==> src/verilog/eval_pkg.sv <==
////////////////////////////////////////////////////////////
// Board evaluator shared definitions
////////////////////////////////////////////////////////////

package eval_pkg;

   // Board geometry
   localparam int RANK_COUNT  = 8;
   localparam int FILE_COUNT  = 8;
   localparam int PIECE_WIDTH = 4;                          // Color bit plus 3-bit type
   localparam int BOARD_WIDTH = RANK_COUNT * FILE_COUNT * PIECE_WIDTH;

   // Score and blend constants
   localparam int EVAL_WIDTH  = 16;
   localparam int PHASE_MAX   = 62;                         // Phase saturates here
   localparam int SCALE_SHIFT = 20;
   localparam int PHASE_RECIP = (1 << SCALE_SHIFT) / PHASE_MAX; // 16912, rounded down

   // Piece type codes, bits 2..0 of a square
   localparam logic [2:0] PIECE_EMPTY  = 3'd0;
   localparam logic [2:0] PIECE_PAWN   = 3'd1;
   localparam logic [2:0] PIECE_KNIGHT = 3'd2;
   localparam logic [2:0] PIECE_BISHOP = 3'd3;
   localparam logic [2:0] PIECE_ROOK   = 3'd4;
   localparam logic [2:0] PIECE_QUEEN  = 3'd5;
   localparam logic [2:0] PIECE_KING   = 3'd6;

   // Bit 3 set means black
   typedef logic [PIECE_WIDTH-1:0] piece_t;

   // Square s sits at bits 4s+3..4s, rank 0 is the white back rank
   typedef logic [BOARD_WIDTH-1:0] board_t;

   typedef logic signed [EVAL_WIDTH-1:0] score_t;         // Rank scores, sums, final eval
   typedef logic [3:0]                   count_t;         // Non-pawn pieces on one rank
   typedef logic [5:0]                   phase_t;         // Game phase 0..62

   // Middle-game material, indexed by piece type
   localparam int MG_VALUE [8] = '{
      0,                                                    // Empty
      82,                                                   // Pawn
      337,                                                  // Knight
      365,                                                  // Bishop
      477,                                                  // Rook
      1025,                                                 // Queen
      0,                                                    // King
      0                                                     // Unused code
   };

   // End-game material, indexed by piece type
   localparam int EG_VALUE [8] = '{
      0,
      94,
      281,
      297,
      512,
      936,
      0,
      0
   };

endpackage
==> src/verilog/eval_bus_if.sv <==
////////////////////////////////////////////////////////////
// Control, rank scorer and blend bus
////////////////////////////////////////////////////////////

`timescale 1ns/1ps

interface eval_bus_if;
   import eval_pkg::*;

   board_t board;                                           // Captured board
   logic   start;                                           // One-cycle start token
   score_t rank_mg    [RANK_COUNT];                         // Per-rank middle-game sum
   score_t rank_eg    [RANK_COUNT];                         // Per-rank end-game sum
   count_t rank_count [RANK_COUNT];                         // Per-rank non-pawn count

   modport feed
   (
      output board,
      output start
   );

   modport rank
   (
      input  board,
      output rank_mg,
      output rank_eg,
      output rank_count
   );

   modport blend
   (
      input start,
      input rank_mg,
      input rank_eg,
      input rank_count
   );

endinterface

==> src/verilog/eval_control.sv <==
////////////////////////////////////////////////////////////
// Evaluator control
// Board capture and valid/clear handshake
////////////////////////////////////////////////////////////

`timescale 1ns/1ps

module eval_control
(
   input  logic             clk,
   input  logic             reset,
   input  logic             board_valid,
   input  eval_pkg::board_t board_in,
   input  logic             clear_eval,
   input  logic             done,                           // From blend, last stage
   eval_bus_if.feed         bus,
   output logic             eval_valid
);

   typedef enum logic [1:0]
   {
      ST_IDLE,                                              // Waiting for a board
      ST_BUSY,                                              // Token in flight
      ST_HOLD                                               // Result presented
   } state_t;

   state_t state;
   logic   board_valid_r;                                   // Previous board_valid
   logic   board_rise;

   assign board_rise = board_valid & ~board_valid_r;        // Rising edge only

   always_ff @(posedge clk)
   begin
      if (reset)
      begin
         state         <= ST_IDLE;
         board_valid_r <= 1'b0;
         bus.start     <= 1'b0;
         eval_valid    <= 1'b0;
      end
      else
      begin
         board_valid_r <= board_valid;
         bus.start     <= 1'b0;                             // Strobe by default
         case (state)
            ST_IDLE:
            begin
               if (board_rise)
               begin
                  bus.start <= 1'b1;
                  state     <= ST_BUSY;
               end
            end
            ST_BUSY:
            begin
               if (done)                                    // Eval register now stable
               begin
                  eval_valid <= 1'b1;
                  state      <= ST_HOLD;
               end
            end
            ST_HOLD:
            begin
               if (clear_eval)
               begin
                  eval_valid <= 1'b0;
                  state      <= ST_IDLE;
               end
            end
            default:
               state <= ST_IDLE;
         endcase
      end
   end

   // Board is only taken in idle, edges while busy or holding are dropped
   always_ff @(posedge clk)
   begin
      if (state == ST_IDLE && board_rise)
         bus.board <= board_in;
   end

   // The only token in the blend pipe is the one this FSM launched
   assert property (@(posedge clk) disable iff (reset) done |-> state == ST_BUSY);
   assert property (@(posedge clk) disable iff (reset) bus.start |-> !done);

endmodule

==> src/flat_wrapper.sv <==
// flat-port wrapper written by rule: the top's interface ports become plain ports
module eval_control_flat 
  (clk, reset, board_valid, board_in, clear_eval, done, eval_valid, bus_board, bus_start);
  eval_bus_if bus_i ();
  input  logic clk;
  input  logic reset;
  input  logic board_valid;
  input  eval_pkg::board_t board_in;
  input  logic clear_eval;
  input  logic done;
  output logic eval_valid;
  output wire logic [$bits(bus_i.board)-1:0] bus_board;
  output wire logic [$bits(bus_i.start)-1:0] bus_start;
  assign bus_board = bus_i.board;
  assign bus_start = bus_i.start;
  eval_control u_core (.clk(clk), .reset(reset), .board_valid(board_valid), .board_in(board_in), .clear_eval(clear_eval), .done(done), .bus(bus_i), .eval_valid(eval_valid));
endmodule
==> config.mk <==
export PLATFORM = sky130hd
export DESIGN_NAME = eval_control_flat
export DESIGN_NICKNAME = d
export VERILOG_FILES = /design/src/verilog/eval_pkg.sv /design/src/verilog/eval_bus_if.sv /design/src/verilog/eval_control.sv /design/src/flat_wrapper.sv
export SDC_FILE = /design/constraint.sdc
export NUM_CORES = 1
export LEC_CHECK = 0
export ABC_CLOCK_PERIOD_IN_PS = 109400
export BUFFER_PORTS_ARGS = -buffer_cell sky130_fd_sc_hd__buf_2
export CORE_AREA = 3 3 199 201
export DETAILED_ROUTE_END_ITERATION = 10
export DIE_AREA = 0 0 202 204
export PLACE_DENSITY = 0.42
export SYNTH_ARGS = -nofsm -noshare
export SYNTH_HDL_FRONTEND = slang
export SYNTH_SLANG_ARGS = --single-unit
==> constraint.sdc <==
create_clock -name clk -period 109.4 [get_ports clk]
set_clock_uncertainty 0.15 [all_clocks]
set_input_delay 32.82 -clock clk [delete_from_list [all_inputs] [get_ports clk]]
set_output_delay 32.82 -clock clk [all_outputs]
set_load 0.03 [all_outputs]
After elaboration in Yosys (flattened, before gate mapping). Index checks and enable logic that the tools add are counted.

Equality and inequality tests: 5. Muxes and demuxes: 8. Bitwise logic cells: 3. Reduce and logical (&&, ||, !) cells: 6.

Operators by type and width (number): $mux 2 (3); $pmux 2 s3 (1); $reduce_and 3->1 (2); $ne 2x2->1 const B (2); $mux 1 (3); $eq 2x1->1 const B (1); $eq 2x2->1 const B (1); $logic_not 2->1 (1); $ne 2x1->1 const B (1); $not 1->1 (2); $pmux 1 s2 (1); $reduce_bool 2->1 (1); $reduce_or 2->1 (1); $and 1x1->1 (1); $logic_and 1x1->1 (1).

Flip-flop bits (word level): 261. Bits of input ports: 261. Logic and storage cells: 27.

Longest topological paths before layout. Gate-level depths: netlist of the first run.

Depth in word-level cells: 4. Depth in mapped cells: 2. Gate-level depth less buffers: 2.

Least setup slack after synthesis of the first run. No wires, ideal clock.

Path type: input port to flip-flop. From: input port board_valid. To: register u_core.bus.board[0], enable pin. Setup time: 1.589 ns. Arrival: 58.433 ns. Slack: 49.227 ns. Cell stages on the path: 1. Path buffers: 0. Cell sequence: nor4b_1.

Word-level cells in the longest chain between the ends: 2.

RTL lines: start, declared (line flat_wrapper.sv:7) `input logic board_valid;`; $and 1x1->1 (line eval_control.sv:31) `assign board_rise = board_valid & ~board_valid_r;`; $logic_and 1x1->1 (line eval_control.sv:80) `if (state == ST_IDLE && board_rise)`; end signal, assigned (line eval_control.sv:81) `bus.board <= board_in;`; end, declared (line eval_bus_if.sv:18) `output board,`.

No other way between the ends. A chain may end at the register's enable or synchronous reset.

Worst setup path in the final report of the first run.
From: input port board_valid. To: register u_core.bus.board[115], enable pin.

The elaborated chain is that of the path after synthesis.

==> reports/qor.csv, run 1 <==
metric;value;unit
netlist_area;7890;µm²
place.gp.congestion;0.714;
crit_path_max_incr_delay;820;ps
fmax;0.0288;GHz
p_per_area;19.7;nW/µm²
coreArea;37800;µm²
synth_nets;535;
globalRoute.busiestLayer;met2;
clk_latency;540;ps
slew_violations;0;
yosysWarnings;0;
post-cts-setup-buffers;0;
utilization;32.0;%
grt_max_degree;82;
die_w;202;µm
numCtsBuffers;29;
cts_num_sinks;261;
instances_no_fill;1362;
path_clk_slew;60;ps
grt_pass1_vias;5238;
drive_gt1_share;66.7;%
maxCapViolCount;0;
min_path_type;reg2reg;
fin_ws;74690;ps
worstPathArrival;34720;ps
use_met3;5.92;%
critical_path_class;in2reg;
die-area;41200;µm²
viasPerCell;3.57;
path_delay_family;buffers and inverters;
drtAntennaViolNets;0;
timing.setup.tns;0;ps
required;109410;ps
grtUsageTotal;10.7;%
placed_cells;1307;
hold_ws;378;ps
seq_area_frac_synth;98.8;%
post_dp_cell_area;11200;µm²
post_cts_resized;0;
fin_crit_sh;31.7;%
cts_root_buf;clkbuf_16;
grt_pass1_wl;33100;µm
crit_buf_inv;3;
synth_seq_cells;261;
worst_setup_path_end_kind;flip-flop;
io_buffers;518;
crit_chain;buf_2, nor4b_2, buf_4, buf_4;
ir_drop;0.0128;mV
rsz0062_at_grt;false;
overflow;0;
use_met1;11.0;%
num_io_pins;519;
start_util;20.9;%
place_ws;74080;ps
grt.met2_usage;19.2;%
maxSlewHeadroom;29.9;%
cts_hold_buf;0;
postSynthAreaPerCell;28.8;µm²
synthToLayoutAreaGrowth;53.0;%
p_leak;5.00;nW
drt-wirelength-per-cell;17.6;µm
tritoncts;built;
fp.dieH;204;µm
timing.final.hold_violations;0;
total_power;0.238;mW
wl;24000;µm
clockBufferDepth;3;
drc;0;
final_cell_area;12100;µm²
status;completed;
tightest_slew;1050;ps
synthCells;274;
firstDrtPassIters;4;
r2r_slack;106600;ps
start_kind;primary input;
fp-row-count;71;
setup_viol;0;
crit_top_cell;buf_4;
cp_slowest_cell;buf_4;
crit_path_max_fanout;75;
drtIter0Drc;163;
nets;1088;
dr_total_vias;4857;
cts_max_level;1;
fin_crit;34710;ps
ys_types;12;
antenna_found_initial;4;
[where the power goes]
| group | internal [mW] | switching (mW) |
|---|---|---|
| logic | 0.00725 | 0.0192 |
| clock network | 0.0543 | 0.0376 |
| registers | 0.118 | 0.00147 |
| total | 0.179 | 0.0583 |
[path summary, 6_finish.rpt]
kind | cells past startpoint | from | end
max | 4 | board_valid | u_core.bus.board[115]$_DFFE_PP_
min | 2 | u_core.eval_valid$_SDFFE_PP0P_ | u_core.eval_valid$_SDFFE_PP0P_
max reg2reg | 3 | u_core.state[1]$_SDFFE_PP0P_ | u_core.bus.board[115]$_DFFE_PP_
min reg2reg | 2 | u_core.eval_valid$_SDFFE_PP0P_ | u_core.eval_valid$_SDFFE_PP0P_
[registers in the layout, summed over array words and instances (netlist names)]
register and count:
u_core.board_valid_r 1, u_core.bus.board 256, u_core.bus.start 1, u_core.eval_valid 1
u_core.state 2
[worst min-delay path, cell delays in order, from the launching register on]
cell and delay (ps):
dfxtp_1 350, inv_1 60, a2111oi_0 80
[layout make-up]
type	count	area, µm²
Sequential cell	261	7790
Clock buffer	38	769
Clock inverter	16	140
Antenna cell	1	2.50
Fill cell	3777	25700
Tap cell	511	639
Timing Repair Buffer	522	2620
Multi-Input combinational cell	12	100
Inverter	1	3.75
[synth_stat cells]
library cell / instances / area share (%)
nand3b_1: 1 / 0.095
dfxtp_1: 5 / 1.3
or3b_1: 2 / 0.22
inv_1: 1 / 0.048
nor2b_1: 2 / 0.16
a21oi_1: 2 / 0.13
and3b_1: 1 / 0.11
a211oi_2: 1 / 0.16
edfxtp_1: 256 / 97
or2b_1: 1 / 0.095
a2111oi_0: 1 / 0.11
nor4b_1: 1 / 0.11
[routing by layer]
metal | up-vias | wire [µm] | share of wire, %
met3 | 42 | 3120 | 13
met1 | 2266 | 8080 | 34
li1 | 2233 | - | -
met5 | - | 41 | 0.17
met2 | 310 | 12200 | 51
met4 | 6 | 487 | 2.0
[kinds of logic after synthesis]
kind of cell    share of synthesized area [%]
compound gates                          0.397
flops                                    98.8
simple gates                            0.794
buf+inv                                0.0476
[cell usage in the layout, fill, tap and decap left out, drive strengths merged]
| cell type | Yosys | layout |
|---|---|---|
| dfxtp | 5 | 5 |
| buf | 0 | 522 |
| a211oi | 1 | 1 |
| edfxtp | 256 | 256 |
| a2111oi | 1 | 1 |
| clkinvlp | 0 | 1 |
| nor4b | 1 | 1 |
| nand3b | 1 | 1 |
| bufinv | 0 | 2 |
| or3b | 2 | 2 |
| and3b | 1 | 1 |
| diode | 0 | 1 |
| or2b | 1 | 1 |
| clkinv | 0 | 11 |
| clkbuf | 0 | 38 |
| a21oi | 2 | 2 |
| inv | 1 | 3 |
| nor2b | 2 | 2 |
Note: power is estimated with default switching activity, not from simulation.
==> run 2: changes to the inputs <==
ABC_AREA = 1   (was unset)
ABC_CLOCK_PERIOD_IN_PS = 36100   (was 109400)
clock period = 36.1 ns   (was 109.4 ns; I/O delays follow)
==> run 2 against run 1 <==
  * Combinational power rose to 3.0 times the previous value
  * Via count down 0.89%
  * Cell count increased by 0.37%
  * Worst setup slack got worse by 51000 ps
==> reports/qor.csv, run 2 <==
metric;value;unit
status;completed;
synth_nets;540;
timing.final.hold_violations;0;
timing.setup.tns;0;ps
ys_types;12;
drt-wirelength-per-cell;16.6;µm
grtUsageTotal;10.2;%
seq_area_frac_synth;98.8;%
synth.top_cells.by_area;edfxtp_1 98%, dfxtp_1 1.3%, a21oi_2 0.22%;
cts_num_sinks;261;
dr_total_vias;4814;
viasPerCell;3.52;
drc;0;
place.gp.congestion;0.727;
clockBufferDepth;3;
synth_top_area_share;97.5;%
nets;1091;
setup_viol;0;
mostFrequentLayoutCell;buf_2;
min_path_type;reg2reg;
io_buffers;518;
maxCapViolCount;0;
worst_setup_path_end_kind;flip-flop;
yosys_most_used_dff;edfxtp_1;
fp-row-count;71;
path_clk_slew;60;ps
yosys-top-cells-count;256 x edfxtp_1, 5 x dfxtp_1, 4 x nor2_1;
async_flop_share;0;%
yosysMostFrequentCell;edfxtp_1;
start_util;20.9;%
yosysWarnings;0;
netlist_area;7880;µm²
largest_register;u_core.bus.board;
maxSlewHeadroom;27.3;%
drtIter0Drc;223;
p_per_area;59.2;nW/µm²
fmax;0.0786;GHz
start_kind;primary input;
grt_pass1_vias;5048;
post-cts-setup-buffers;0;
required;36120;ps
slew_violations;0;
largest_reg_flops;256;
p_leak;4.97;nW
crit_path_max_fanout;100;
dpl.hpwl;17200;µm
overflow;0;
critical_path_class;in2reg;
die-area;41200;µm²
cts_max_level;1;
grt_max_degree;101;
n_fill_cell;3770;
tritoncts;built;
drtAntennaViolNets;0;
synthCells;279;
post_cts_resized;0;
die_w;202;µm
drive_gt1_share;66.0;%
numCtsBuffers;29;
reg.largest.list;u_core.bus.board: 256 flops, u_core.state: 2 flops;
synthToLayoutAreaGrowth;52.4;%
fin_crit_sh;35.2;%
fin_crit;12720;ps
cts_hold_buf;0;
cts_root_buf;clkbuf_16;
wl;22700;µm
final_cell_mix;518 x buf_2, 256 x edfxtp_1, 29 x clkbuf_16, 11 x clkbuf_1, 6 x clkinv_1;
synth_seq_cells;261;
clk_latency;540;ps
firstDrtPassIters;6;
utilization;31.8;%
coreArea;37800;µm²
fp.dieH;204;µm
ir_drop;0.0336;mV
grt_pass1_wl;31800;µm
rsz0062_at_grt;false;
yosysTopAreaCell;edfxtp_1;
tightest_slew;1090;ps
num_io_pins;519;
synth_edf_count;256;
postSynthAreaPerCell;28.2;µm²
antenna_found_initial;4;
worstPathArrival;12740;ps
==> run 2: layout make-up <==
class	count	area, µm²	area share (%)
tap	511	639	5.32
clock inverter	14	97.6	0.813
clock buffer	40	767	6.39
timing repair buffer	520	2610	21.7
antenna	3	7.51	0.0625
sequential	261	7790	64.9
multi-input combinational	14	78.8	0.656
inverter	4	22.5	0.188
==> run 2: logic make-up (layout without fill, tap and decap cells) <==
| family | Yosys count | in the layout | share of synthesized area, % |
|---|---|---|---|
| DFF | 261 | 261 | 98.8 |
| buffers and inverters | 4 | 578 | 0.190 |
| other | 0 | 3 | 0 |
| AOI/OAI and AO/OA | 3 | 3 | 0.286 |
| and+or+nand+nor | 11 | 11 | 0.714 |
==> run 2: worst max-delay path: stages <==
cell,delay (ps)
buf_2,80
inv_1,40
nor2_1,90
nand2_1,170
inv_8,500
buf_4,890
==> run 2: final timing paths <==
kind	start	endpoint	slack, ps	cells after the start
max	board_valid	u_core.bus.board[108]$_DFFE_PP_	23380	6
min	u_core.eval_valid$_SDFFE_PP0P_	u_core.eval_valid$_SDFFE_PP0P_	330	2
max reg2reg	u_core.state[1]$_SDFFE_PP0P_	u_core.bus.board[108]$_DFFE_PP_	33380	4
min reg2reg	u_core.eval_valid$_SDFFE_PP0P_	u_core.eval_valid$_SDFFE_PP0P_	330	2
==> run 2: power breakdown <==
group          switching, mW  total, mW  leakage [nW]  internal [mW]
combinational         0.0577     0.0794          2.09         0.0217
clock                  0.114      0.270         0.419          0.155
sequential           0.00416      0.361          2.46          0.357
==> run 2: metal layers <==
metal  vias to the layer above  track usage, %  wire, µm  share of wire, %
met5                         -               0        13             0.057
met4                         2            3.89       637               2.8
met3                        42            4.17      2490                11
met2                       300            17.9     11700                52
met1                      2234            11.0      7840                35
li1                       2236               -         -                 -
==> run 2: through the flow <==
stage	power, mW	hold slack (ps)	instance area [µm²]	instances	setup WS, ps
floorplan	0.418	347	7880	279	19360
global placement	0.449	309	11100	1310	22710
detailed placement	0.449	317	11100	1310	22730
CTS	0.725	329	12000	1364	23320
global route	0.742	359	12000	1367	23120
finish	0.710	326	12000	1367	23380
