$ cat src/verilog/eval_pkg.sv
////////////////////////////////////////////////////////////
// Board evaluator shared definitions
////////////////////////////////////////////////////////////

package eval_pkg;

   // Board geometry
   localparam int RANK_COUNT  = 8;
   localparam int FILE_COUNT  = 8;
   localparam int PIECE_WIDTH = 4;                          // Color bit plus 3-bit type
   localparam int BOARD_WIDTH = RANK_COUNT * FILE_COUNT * PIECE_WIDTH;

   // Score and blend constants
   localparam int EVAL_WIDTH  = 16;
   localparam int PHASE_MAX   = 62;                         // Phase saturates here
   localparam int SCALE_SHIFT = 20;
   localparam int PHASE_RECIP = (1 << SCALE_SHIFT) / PHASE_MAX; // 16912, rounded down

   // Piece type codes, bits 2..0 of a square
   localparam logic [2:0] PIECE_EMPTY  = 3'd0;
   localparam logic [2:0] PIECE_PAWN   = 3'd1;
   localparam logic [2:0] PIECE_KNIGHT = 3'd2;
   localparam logic [2:0] PIECE_BISHOP = 3'd3;
   localparam logic [2:0] PIECE_ROOK   = 3'd4;
   localparam logic [2:0] PIECE_QUEEN  = 3'd5;
   localparam logic [2:0] PIECE_KING   = 3'd6;

   // Bit 3 set means black
   typedef logic [PIECE_WIDTH-1:0] piece_t;

   // Square s sits at bits 4s+3..4s, rank 0 is the white back rank
   typedef logic [BOARD_WIDTH-1:0] board_t;

   typedef logic signed [EVAL_WIDTH-1:0] score_t;         // Rank scores, sums, final eval
   typedef logic [3:0]                   count_t;         // Non-pawn pieces on one rank
   typedef logic [5:0]                   phase_t;         // Game phase 0..62

   // Middle-game material, indexed by piece type
   localparam int MG_VALUE [8] = '{
      0,                                                    // Empty
      82,                                                   // Pawn
      337,                                                  // Knight
      365,                                                  // Bishop
      477,                                                  // Rook
      1025,                                                 // Queen
      0,                                                    // King
      0                                                     // Unused code
   };

   // End-game material, indexed by piece type
   localparam int EG_VALUE [8] = '{
      0,
      94,
      281,
      297,
      512,
      936,
      0,
      0
   };

endpackage
$ cat src/verilog/eval_bus_if.sv
////////////////////////////////////////////////////////////
// Control, rank scorer and blend bus
////////////////////////////////////////////////////////////

`timescale 1ns/1ps

interface eval_bus_if;
   import eval_pkg::*;

   board_t board;                                           // Captured board
   logic   start;                                           // One-cycle start token
   score_t rank_mg    [RANK_COUNT];                         // Per-rank middle-game sum
   score_t rank_eg    [RANK_COUNT];                         // Per-rank end-game sum
   count_t rank_count [RANK_COUNT];                         // Per-rank non-pawn count

   modport feed
   (
      output board,
      output start
   );

   modport rank
   (
      input  board,
      output rank_mg,
      output rank_eg,
      output rank_count
   );

   modport blend
   (
      input start,
      input rank_mg,
      input rank_eg,
      input rank_count
   );

endinterface

$ cat src/verilog/phase_blend.sv
////////////////////////////////////////////////////////////
// Phase-weighted middle/end game blend
////////////////////////////////////////////////////////////

`timescale 1ns/1ps

module phase_blend
(
   input  logic             clk,
   input  logic             reset,
   eval_bus_if.blend        bus,
   output eval_pkg::score_t eval,
   output logic             done                           // Eval registered this cycle
);
   import eval_pkg::*;

   localparam int SUM_W    = EVAL_WIDTH + 3;                // Eight rank scores
   localparam int PROD_W   = SUM_W + 7;                     // Times a weight of 0..62
   localparam int BLEND_W  = PROD_W + 1;                    // Two products added
   localparam int SCALED_W = BLEND_W + 16;                  // Times the reciprocal
   localparam logic signed [15:0] RECIP = 16'(PHASE_RECIP);
   localparam logic signed [SCALED_W-1:0] ROUND_BIAS = SCALED_W'((1 << SCALE_SHIFT) - 1);

   logic [6:0]                 token;                       // Bit n set at edge n+1
   logic signed [SUM_W-1:0]    mg_pair [4];
   logic signed [SUM_W-1:0]    eg_pair [4];
   logic [4:0]                 count_pair [4];
   logic signed [SUM_W-1:0]    mg_sum;
   logic signed [SUM_W-1:0]    eg_sum;
   logic [6:0]                 count_total;
   phase_t                     phase;
   logic signed [6:0]          mg_weight;
   logic signed [6:0]          eg_weight;
   logic signed [PROD_W-1:0]   mg_prod;
   logic signed [PROD_W-1:0]   eg_prod;
   logic signed [BLEND_W-1:0]  blend;
   logic signed [SCALED_W-1:0] scaled;
   logic signed [SCALED_W-1:0] biased;

   // Start token rides alongside the data, one bit per stage
   always_ff @(posedge clk)
   begin
      if (reset)
         token <= '0;
      else
         token <= {token[5:0], bus.start};
   end

   assign done = token[6];

   assign count_total = count_pair[0] + count_pair[1] + count_pair[2] + count_pair[3];
   assign mg_weight   = {1'b0, phase};
   assign eg_weight   = 7'(PHASE_MAX) - {1'b0, phase};       // Never negative

   // Bias negatives up so the shift truncates toward zero
   assign biased = scaled[SCALED_W-1] ? scaled + ROUND_BIAS : scaled;

   always_ff @(posedge clk)
   begin
      // Edge 2, pair sums
      for (int i = 0; i < RANK_COUNT / 2; i++)
      begin
         mg_pair[i]    <= bus.rank_mg[2*i] + bus.rank_mg[2*i+1];
         eg_pair[i]    <= bus.rank_eg[2*i] + bus.rank_eg[2*i+1];
         count_pair[i] <= bus.rank_count[2*i] + bus.rank_count[2*i+1];
      end

      // Edge 3, full sums and phase clamp
      mg_sum <= mg_pair[0] + mg_pair[1] + mg_pair[2] + mg_pair[3];
      eg_sum <= eg_pair[0] + eg_pair[1] + eg_pair[2] + eg_pair[3];
      if (count_total > 7'(PHASE_MAX))
         phase <= phase_t'(PHASE_MAX);
      else
         phase <= phase_t'(count_total);

      // Edge 4, weight each game stage
      mg_prod <= mg_sum * mg_weight;
      eg_prod <= eg_sum * eg_weight;

      // Edge 5
      blend <= mg_prod + eg_prod;

      // Edge 6, multiply by 2^20 / 62 in place of a divide
      scaled <= blend * RECIP;

      // Edge 7
      eval <= score_t'(biased >>> SCALE_SHIFT);
   end

   // Scaled width holds the largest blend, so the sign survives the multiply
   assert property (@(posedge clk) disable iff (reset)
      $past(blend) != '0 |-> scaled != '0 && scaled[SCALED_W-1] == $past(blend[BLEND_W-1]));

endmodule

$ cat src/flat_wrapper.sv
// flat-port wrapper written by rule: the top's interface ports become plain ports
module phase_blend_flat import eval_pkg::*;
  (clk, reset, eval, done, bus_start, bus_rank_mg, bus_rank_eg, bus_rank_count);
  eval_bus_if bus_i ();
  input  logic clk;
  input  logic reset;
  output eval_pkg::score_t eval;
  output logic done;
  input wire logic [$bits(bus_i.start)-1:0] bus_start;
  input wire logic [$bits(bus_i.rank_mg)-1:0] bus_rank_mg;
  input wire logic [$bits(bus_i.rank_eg)-1:0] bus_rank_eg;
  input wire logic [$bits(bus_i.rank_count)-1:0] bus_rank_count;
  assign bus_i.start = bus_start;
  assign bus_i.rank_mg = {>>{bus_rank_mg}};
  assign bus_i.rank_eg = {>>{bus_rank_eg}};
  assign bus_i.rank_count = {>>{bus_rank_count}};
  phase_blend u_core (.clk(clk), .reset(reset), .bus(bus_i), .eval(eval), .done(done));
endmodule
$ cat config.mk
export PLATFORM = sky130hd
export DESIGN_NAME = phase_blend_flat
export DESIGN_NICKNAME = d
export VERILOG_FILES = /design/src/verilog/eval_pkg.sv /design/src/verilog/eval_bus_if.sv /design/src/verilog/phase_blend.sv /design/src/flat_wrapper.sv
export SDC_FILE = /design/constraint.sdc
export NUM_CORES = 1
export LEC_CHECK = 0
export ABC_AREA = 1
export BUFFER_PORTS_ARGS = -buffer_cell sky130_fd_sc_hd__buf_4
export CELL_PAD_IN_SITES_DETAIL_PLACEMENT = 1
export CELL_PAD_IN_SITES_GLOBAL_PLACEMENT = 1
export CORE_MARGIN = 5
export CORE_UTILIZATION = 40
export CTS_BUF_LIST = sky130_fd_sc_hd__clkbuf_2 sky130_fd_sc_hd__clkbuf_4 sky130_fd_sc_hd__clkbuf_8
export DETAILED_ROUTE_END_ITERATION = 12
export PLACE_DENSITY_LB_ADDON = 0.1
export SETUP_SLACK_MARGIN = 0.5
export SYNTH_ARGS = -nofsm -noshare
export SYNTH_HDL_FRONTEND = slang
export SYNTH_SLANG_ARGS = --single-unit
$ cat constraint.sdc
create_clock -name clk -period 7.25 [get_ports clk]
set_input_delay 1.0875 -clock clk [delete_from_list [all_inputs] [get_ports clk]]
set_output_delay 1.0875 -clock clk [all_outputs]
set_load 0.02 [all_outputs]
Word-level counts from Yosys, hierarchy flattened
Memories as Yosys holds them, arrays and structs flattened.
Index checks and enable logic that the tools add are counted.
{"block": "word_totals", "register_bits": 185, "out_inout_bits": 17, "memories": 3, "in_bits": 291, "mem_bits_rw": 172}
{"name": "u_core.eg_pair", "depth": 4, "word_bits": 19, "read_ports": 4, "rd_clocked_by_memory_dff": 0, "wr": 4, "line_no": "phase_blend.sv:26", "text": "logic signed [SUM_W-1:0] eg_pair [4];"}
{"name": "u_core.mg_pair", "depth": 4, "word_bits": 19, "read_ports": 4, "rd_clocked_by_memory_dff": 0, "wr": 4, "line_no": "phase_blend.sv:25", "text": "logic signed [SUM_W-1:0] mg_pair [4];"}
{"name": "u_core.count_pair", "depth": 4, "word_bits": 5, "read_ports": 4, "rd_clocked_by_memory_dff": 0, "wr": 4, "line_no": "phase_blend.sv:27", "text": "logic [4:0] count_pair [4];"}
{"block": "classes", "addsub": 24, "multipliers": 3, "n_lt_le_gt_ge": 1, "mux": 1}
{"cell": "adder 16 x 16 -> 17 bit", "n": 8}
{"cell": "adder 19 bit", "n": 6}
{"cell": "multiplier 19 x 7 -> 26 bit", "n": 2}
{"cell": "multiplier 27 x 12 -> 39 bit (second input constant)", "n": 1}
{"cell": "adder 36 x 21 -> 36 bit (second input constant)", "n": 1}
{"cell": "two-way mux 36 bit", "n": 1}
{"cell": "adder 26 x 26 -> 27 bit", "n": 1}
{"cell": "adder 4 x 4 -> 5 bit", "n": 4}
{"cell": "adder 7 x 5 -> 7 bit", "n": 2}
{"cell": "greater-than comparator 7 x 6 -> 1 bit (second input constant)", "n": 1}
{"cell": "subtractor 6 x 6 -> 7 bit (first input constant)", "n": 1}
{"cell": "adder 5 x 5 -> 6 bit", "n": 1}

Depth between registers and ports, before layout
Gate-level depths: netlist (run 1).
An unclocked memory read counts as a cell.
{"block": "logic_depth", "depth_word": 5, "depth_mapped": 26, "ltp_nobuf": 26}

Worst setup path after synthesis (run 1)
Ideal clock, no wire load.
{"block": "synth_timing", "path_type": "flip-flop to flip-flop", "from": "reg u_core.phase[0]", "to": "reg u_core.eg_prod[13]", "period_less_slack_ns": 4.343, "slack_ns": 2.907, "stages_incl_launch_ff": 25, "setup_time_ns": 0.112, "t_arrival_ns": 4.230, "path_cell_list": "dfxtp_1 ha_1 inv_1 or2_2 nand2_2 clkinv_1 nand2_1 fa_1 inv_1 fa_1 fa_1 inv_1 fa_1 inv_1 ha_1 nand2_1 inv_1 a21oi_1 nand2_1 nand2_1 nand2_1 nand2_1 nand2_1 nand2_1 nand2_1"}
{"block": "synth_between", "elab_chain_len": 2}
{"item": "start: declaration", "line_no": "phase_blend.sv:31", "text": "phase_t phase;"}
{"item": "start signal: assignment", "line_no": "phase_blend.sv:72", "text": "phase <= phase_t'(PHASE_MAX);"}
{"item": "start signal: assignment", "line_no": "phase_blend.sv:74", "text": "phase <= phase_t'(count_total);"}
{"item": "subtractor 6 x 6 -> 7 bit", "line_no": "phase_blend.sv:53", "text": "assign eg_weight = 7'(PHASE_MAX) - {1'b0, phase};"}
{"item": "multiplier 19 x 7 -> 26 bit", "line_no": "phase_blend.sv:78", "text": "eg_prod <= eg_sum * eg_weight;"}
{"item": "end signal: assignment", "line_no": "phase_blend.sv:78"}
{"item": "end: declaration", "line_no": "phase_blend.sv:35", "text": "logic signed [PROD_W-1:0] eg_prod;"}
No other way between the ends.
A chain may end at the register's enable or synchronous reset.

Final worst setup path (run 1)
{"block": "layout_timing", "from": "reg u_core.phase[4]", "to": "reg u_core.eg_prod[21]"}
Same word-level chain as after synthesis.

==> results of run 1 <==
worst register-to-register path, stage by stage, from the launching register on:
cell and delay, ns:
dfxtp_1 0.88, inv_1 0.21, nand2_1 0.12, nand2_1 0.49, nor2_1 0.38, fa_1 0.46, fa_1 0.49, inv_1 0.05
fa_1 0.48, fa_1 0.51, inv_1 0.04, ha_1 0.36, nand2_1 0.13, inv_1 0.07, nand2_1 0.07, nor3_1 0.34
nand2_1 0.10, nand2_1 0.13, nand2_1 0.09, nand3_1 0.08, nand2_1 0.06
routing by layer:
layer  track usage (%)  vias up  wire length [µm]
met5                 0        -                 0
met3              2.92      104              3760
met1              29.5    13800             45600
met2              39.6      445             47100
li1                  -    14700                 -
met4              4.63        0              2000
through the flow:
step	utilization [%]	area, µm²	instances	hold WS [ns]
floorplan	-	32900	4481	0.337
global placement	44.6	36500	5844	0.358
detailed placement	44.6	36500	5844	0.357
CTS	46.5	38000	5958	0.364
global route	46.5	38000	5959	0.369
finish	46.5	38000	5959	0.361
worst max path at each step:
stage                     slack (ns)  depth (start not counted)                 end
final                           1.59                         20  u_core.eg_prod[21]
after global routing            1.16                         20  u_core.eg_prod[21]
after CTS                       1.55                         20  u_core.eg_prod[21]
after detailed placement        1.62                         20  u_core.eg_prod[21]
after global placement          1.82                         20  u_core.eg_prod[21]
after floorplan                 2.91                         24  u_core.eg_prod[13]
kinds of logic after synthesis:
group / synth area share [%]
AOI/OAI and AO/OA: 7.47
DFF: 20.4
and+or+nand+nor: 23.7
buffers and inverters: 10.0
adders and majority gates: 33.3
xor gates and xnor gates: 5.17
registers in the layout, indices dropped and copies added, names as in the netlist:
register           flops
u_core.blend          27
u_core.token           7
u_core.mg_prod        26
u_core.eval           16
u_core.count_pair     20
u_core.phase           6
u_core.eg_pair        68
u_core.eg_sum         19
u_core.scaled         33
u_core.eg_prod        26
u_core.mg_pair        68
u_core.mg_sum         19
layout make-up:
type | count | area, µm²
Multi-Input combinational cell | 3273 | 22900
Clock inverter | 30 | 443
Antenna cell | 1 | 2.50
Sequential cell | 335 | 6710
Tap cell | 1070 | 1340
Clock buffer | 84 | 1110
Timing Repair Buffer | 312 | 2340
Fill cell | 10400 | 43700
Inverter | 854 | 3210
cells in the mapped netlist:
library cell and count:
nand2_1 1185, inv_1 848, ha_1 411, nor2_1 365, dfxtp_1 335, a21oi_1 295, fa_1 289, nand3_1 230
xor2_1 148, o21ai_0 140, nand4_1 57, xnor2_1 44, nor3_1 26, clkbuf_1 14, nand3b_1 13, o21bai_1 13
and2_1 8, o21ai_2 8, a21o_1 7, nor4_1 7, or2_2 6, inv_2 4, o21ai_1 3, and2_2 2
buf_2 2, buf_6 2, clkinv_1 2, nand2_2 2, nor2_2 2, o21a_1 2, a21boi_0 1, a31oi_1 1
buf_1 1, nand2b_1 1, nand3_2 1, nor2_4 1, nor3_4 1, o211ai_1 1, o31ai_1 1, or2_1 1
xor2_2 1
==> impl_metrics.py, run 1 <==
metrics = {
    "sta": {
        "maxSlewHeadroom_pct": 42.1,
        "hold_violations": 0,
        "max_clock_freq_ghz": 0.177,
        "timing.final.ws_setup_ns": 1.59,
        "fin_setup_tns_ns": 0,
        "rsz0062_at_grt": "false",
        "period_share_pct": 78.1,
        "setup_viol": 0,
        "fin_skew_ns": 0.0501,
        "min_period_ns": 5.66,
        "worst_slew_pin_slew_ns": 0.868,
        "slew_violations": 0,
    },
    "placement": {
        "dp_hpwl_mm": 86.4,
        "dp_slack_ns": 1.62,
        "io_buffers": 307,
        "routabilityCongestion": 0.916,
    },
    "yosys": {
        "synth_area_leaders": "dfxtp_1 20%, fa_1 18%, ha_1 16%",
        "netlist_area_um2": 32900,
        "ys_seq_elements": 335,
        "synth_seq_area_share_pct": 20.4,
        "ys_types": 41,
        "ys_warn_count": 0,
        "yosysTopAreaCellShare_pct": 20.4,
        "syn_inst": 4481,
        "synth_nets": 5472,
        "syn_avg_cell_area_um2": 7.33,
        "yosysTopAreaCell": "dfxtp_1",
    },
    "critical_path": {
        "crit_buf_inv": 4,
        "path_common_cell": "nand2_1",
        "reg2reg_to": "u_core.eg_prod[21]",
        "worst-r2r-cell-count": 20,
        "rr_startpoint": "u_core.phase[4]",
        "cp_top_family": "adder cells",
        "arrival_ns": 6.20,
        "reg2reg_slack_ns": 1.59,
        "worstPathMaxFanout": 22,
        "cpPeakStageDelay_ns": 0.88,
        "critical_path_class": "flop to flop",
        "crit_path_start": "u_core.phase[4]",
        "cp_slowest_cell": "dfxtp_1",
        "critPathRequiredTime_ns": 7.79,
        "cp-start-kind": "flop",
        "end_kind": "flop",
        "timing.critical_path.cells": "inv_1 > nand2_1 > nand2_1 > nor2_1 > fa_1 > fa_1 > inv_1 > fa_1 > fa_1 > inv_1 > ha_1 > nand2_1 > inv_1 > nand2_1 > nor3_1 > nand2_1 > nand2_1 > nand2_1 > nand3_1 > nand2_1",
    },
    "clocking": {
        "cts_root_buf": "clkbuf_8",
        "post_cts_resized": 0,
        "cts_tree": "yes",
        "numCtsBuffers": 60,
        "clk_pin_slew_worst_paths_ns": 0.06,
        "post_cts_buffers": 0,
        "worstSkewPairLatency_ns": 0.68,
        "ctsHoldBuffers": 0,
        "cts_sinks": 335,
        "clockBufferDepth": 3,
        "cts_max_level": 2,
    },
    "detailed_routing": {
        "route.detailed.drc": 0,
        "routed_wl_mm": 98.5,
        "drt-vias-per-instance": 4.87,
        "vias": 29000,
        "antenna_left": 0,
        "detail_route.wl_per_cell_um": 16.5,
        "drtPass1Iterations": 5,
        "drtIter0Drc": 916,
    },
    "die": {
        "die_w_um": 297,
        "die_height_um": 297,
        "core_area_um2": 81700,
        "die_area_um2": 88000,
        "initial_utilization_pct": 40.2,
        "row_count": 105,
        "ios": 308,
    },
    "min_path": {
        "min_to": "u_core.scaled[4]",
        "min_from": "u_core.blend[0]",
        "hold_path_depth": 0,
        "hp-class": "flop to flop",
    },
    "grt": {
        "grt_pass1_vias": 31200,
        "overflow": 0,
        "grt_max_degree": 40,
        "grt_pass1_wl_mm": 160,
        "antenna_found_initial": 2,
        "grt_usage_pct": 22.4,
    },
    "cells_and_area": {
        "area_growth_syn_to_layout_pct": 15.7,
        "nets": 5827,
        "layout_common_cells": "1185 x nand2_1, 848 x inv_1, 411 x ha_1",
        "layout_commonest_cell": "nand2_1",
        "drive_above_1_share_pct": 9.29,
    },
    "run_status": {
        "status": "complete, no violations",
    },
    "run": {
        "cap_violations": 0,
    },
}
Power of run 1 is not shown: default switching activity piles up to over one toggle a cycle in this logic, so the estimate is an artifact.
==> run 2: changes to the inputs <==
clock period = 5.4 ns   (was 7.25 ns; I/O delays follow)
==> run 2 against run 1 <==
Compared with the run above:
- die area unchanged
- sequential share of layout area decreased by 0.11 points
- register-to-register slack got worse by 0.89 ns
- flip-flop and latch count unchanged
- global-route usage decreased by 0.36 points
- cell area increased by 0.66%
- wire length decreased by 1.2%
- via count increased by 0.59%
- non-clock buffer count increased by 10
- worst setup slack got worse by 0.89 ns
- critical path type unchanged
- highest routed layer unchanged
==> impl_metrics.py, run 2 (synthesis results as in run 1) <==
metrics = {
    "run_status": {
        "status": "complete, no violations",
    },
    "die": {
        "die_area_um2": 88000,
        "die_w_um": 297,
        "row_count": 105,
        "die_height_um": 297,
        "core_area_um2": 81700,
        "initial_utilization_pct": 40.2,
        "ios": 308,
    },
    "clocking": {
        "cts_tree": "yes",
        "cts_sinks": 335,
        "clockBufferDepth": 3,
        "numCtsBuffers": 60,
        "clk_pin_slew_worst_paths_ns": 0.07,
        "ctsHoldBuffers": 0,
        "cts_root_buf": "clkbuf_8",
        "worstSkewPairLatency_ns": 0.68,
        "cts_max_level": 2,
    },
    "grt": {
        "grt_pass1_vias": 31200,
        "overflow": 0,
        "antenna_found_initial": 2,
        "grt_max_degree": 39,
        "grt_pass1_wl_mm": 158,
        "grt_usage_pct": 22.0,
    },
    "sta": {
        "min_period_ns": 4.70,
        "setup_viol": 0,
        "worst_slew_pin_slew_ns": 0.678,
        "maxSlewHeadroom_pct": 54.5,
        "max_clock_freq_ghz": 0.213,
        "fin_setup_tns_ns": 0,
        "slew_violations": 0,
        "period_share_pct": 87.1,
        "fin_skew_ns": 0.0467,
        "hold_violations": 0,
        "rsz0062_at_grt": "true",
    },
    "detailed_routing": {
        "drtPass1Iterations": 5,
        "antenna_left": 0,
        "vias": 29200,
        "drt-vias-per-instance": 4.89,
        "drtIter0Drc": 1027,
        "route.detailed.drc": 0,
        "detail_route.wl_per_cell_um": 16.3,
        "routed_wl_mm": 97.3,
    },
    "cells_and_area": {
        "drive_above_1_share_pct": 10.4,
        "layout_common_cells": "1178 x nand2_1, 847 x inv_1, 400 x ha_1",
        "seq_area_um2": 6710,
        "multi_input_area_um2": 23000,
        "nets": 5839,
        "area_growth_syn_to_layout_pct": 16.4,
        "fillers": 10400,
        "top_regs": "u_core.eg_pair x68, u_core.mg_pair x68, u_core.scaled x33",
        "layout_commonest_cell": "nand2_1",
    },
    "critical_path": {
        "worstPathMaxFanout": 20,
        "critPathRequiredTime_ns": 5.97,
        "cp-start-kind": "flop",
        "reg2reg_slack_ns": 0.70,
        "end_kind": "flop",
        "arrival_ns": 5.28,
        "critical_path_class": "flop to flop",
    },
    "placement": {
        "dp_hpwl_mm": 85.3,
        "io_buffers": 307,
        "routabilityCongestion": 0.893,
    },
    "run": {
        "cap_violations": 0,
    },
    "min_path": {
        "hp-class": "primary input to flop",
    },
}
[run 2: cell count changes in the layout (fill, tap and decap cells not counted), moves of 5 or more]
cell / delta
nor2_1: -12
ha_1: -11
nor2_2: +11
ha_2: +9
buf_4: +7
nand2_1: -7
a21oi_1: -5
clkinv_2: +5
[run 2: per-layer routing]
metal	part of all wire [%]	vias up	global-route usage, %
met4	2.1	0	4.52
met5	0	-	0
met1	46	13900	28.7
met2	48	437	39.2
met3	4.0	124	3.05
li1	-	14700	-
[run 2: path summary, 6_finish.rpt]
check | startpoint | endpoint | depth (start not counted)
setup / recovery | u_core.phase[1] | u_core.eg_prod[19] | 22
hold / removal | bus_rank_count[28] | u_core.count_pair[0][0] | 2
setup reg to reg | u_core.phase[1] | u_core.eg_prod[19] | 22
hold reg to reg | u_core.blend[4] | u_core.scaled[8] | 0
[run 2: what timing repair did]
item | 4_1_cts | 5_1_grt
gates resized for setup | 6 | 58
gates cloned | 0 | 2
pin swaps | 0 | 3
setup endpoints to repair | 14 | 16
setup buffers | 1 | 3
[run 2: cell type report]
type	count	share of cell area, %
antenna	1	0.00654
clock buffer	82	2.80
clock inverter	29	1.08
inverter	854	8.41
multi-input combinational	3273	60.3
sequential	335	17.5
tap	1070	3.50
timing repair buffer	322	6.37
timing repair inverter	2	0.0360
[run 2: per-stage QoR]
step | cells | cell area [µm²] | util [%] | hold WS, ns | worst slack (ns)
after floorplan | 4481 | 32900 | - | 0.337 | 1.06
after global placement | 5850 | 36500 | 44.7 | 0.374 | 0.450
after detailed placement | 5850 | 36500 | 44.7 | 0.374 | 0.333
after CTS | 5962 | 38000 | 46.5 | 0.278 | 0.521
after global routing | 5968 | 38300 | 46.8 | 0.298 | 0.436
final | 5968 | 38300 | 46.8 | 0.342 | 0.697
[run 2: critical path: stages, from the launching register on]
cell and delay, ns:
dfxtp_2 0.36, buf_12 0.16, nand3_2 0.13, nor2_4 0.16, xor2_4 0.24, clkinv_4 0.14, nor2_1 0.15, fa_1 0.44
fa_1 0.48, fa_1 0.49, inv_1 0.05, fa_1 0.47, inv_1 0.04, ha_2 0.38, nand2_1 0.10, inv_1 0.10
nand4_1 0.12, nand2_2 0.15, nand2_1 0.08, nand2_1 0.12, nand2_1 0.09, nand3_1 0.08, nand2_1 0.05
Power of run 2 is left out for the same reason.
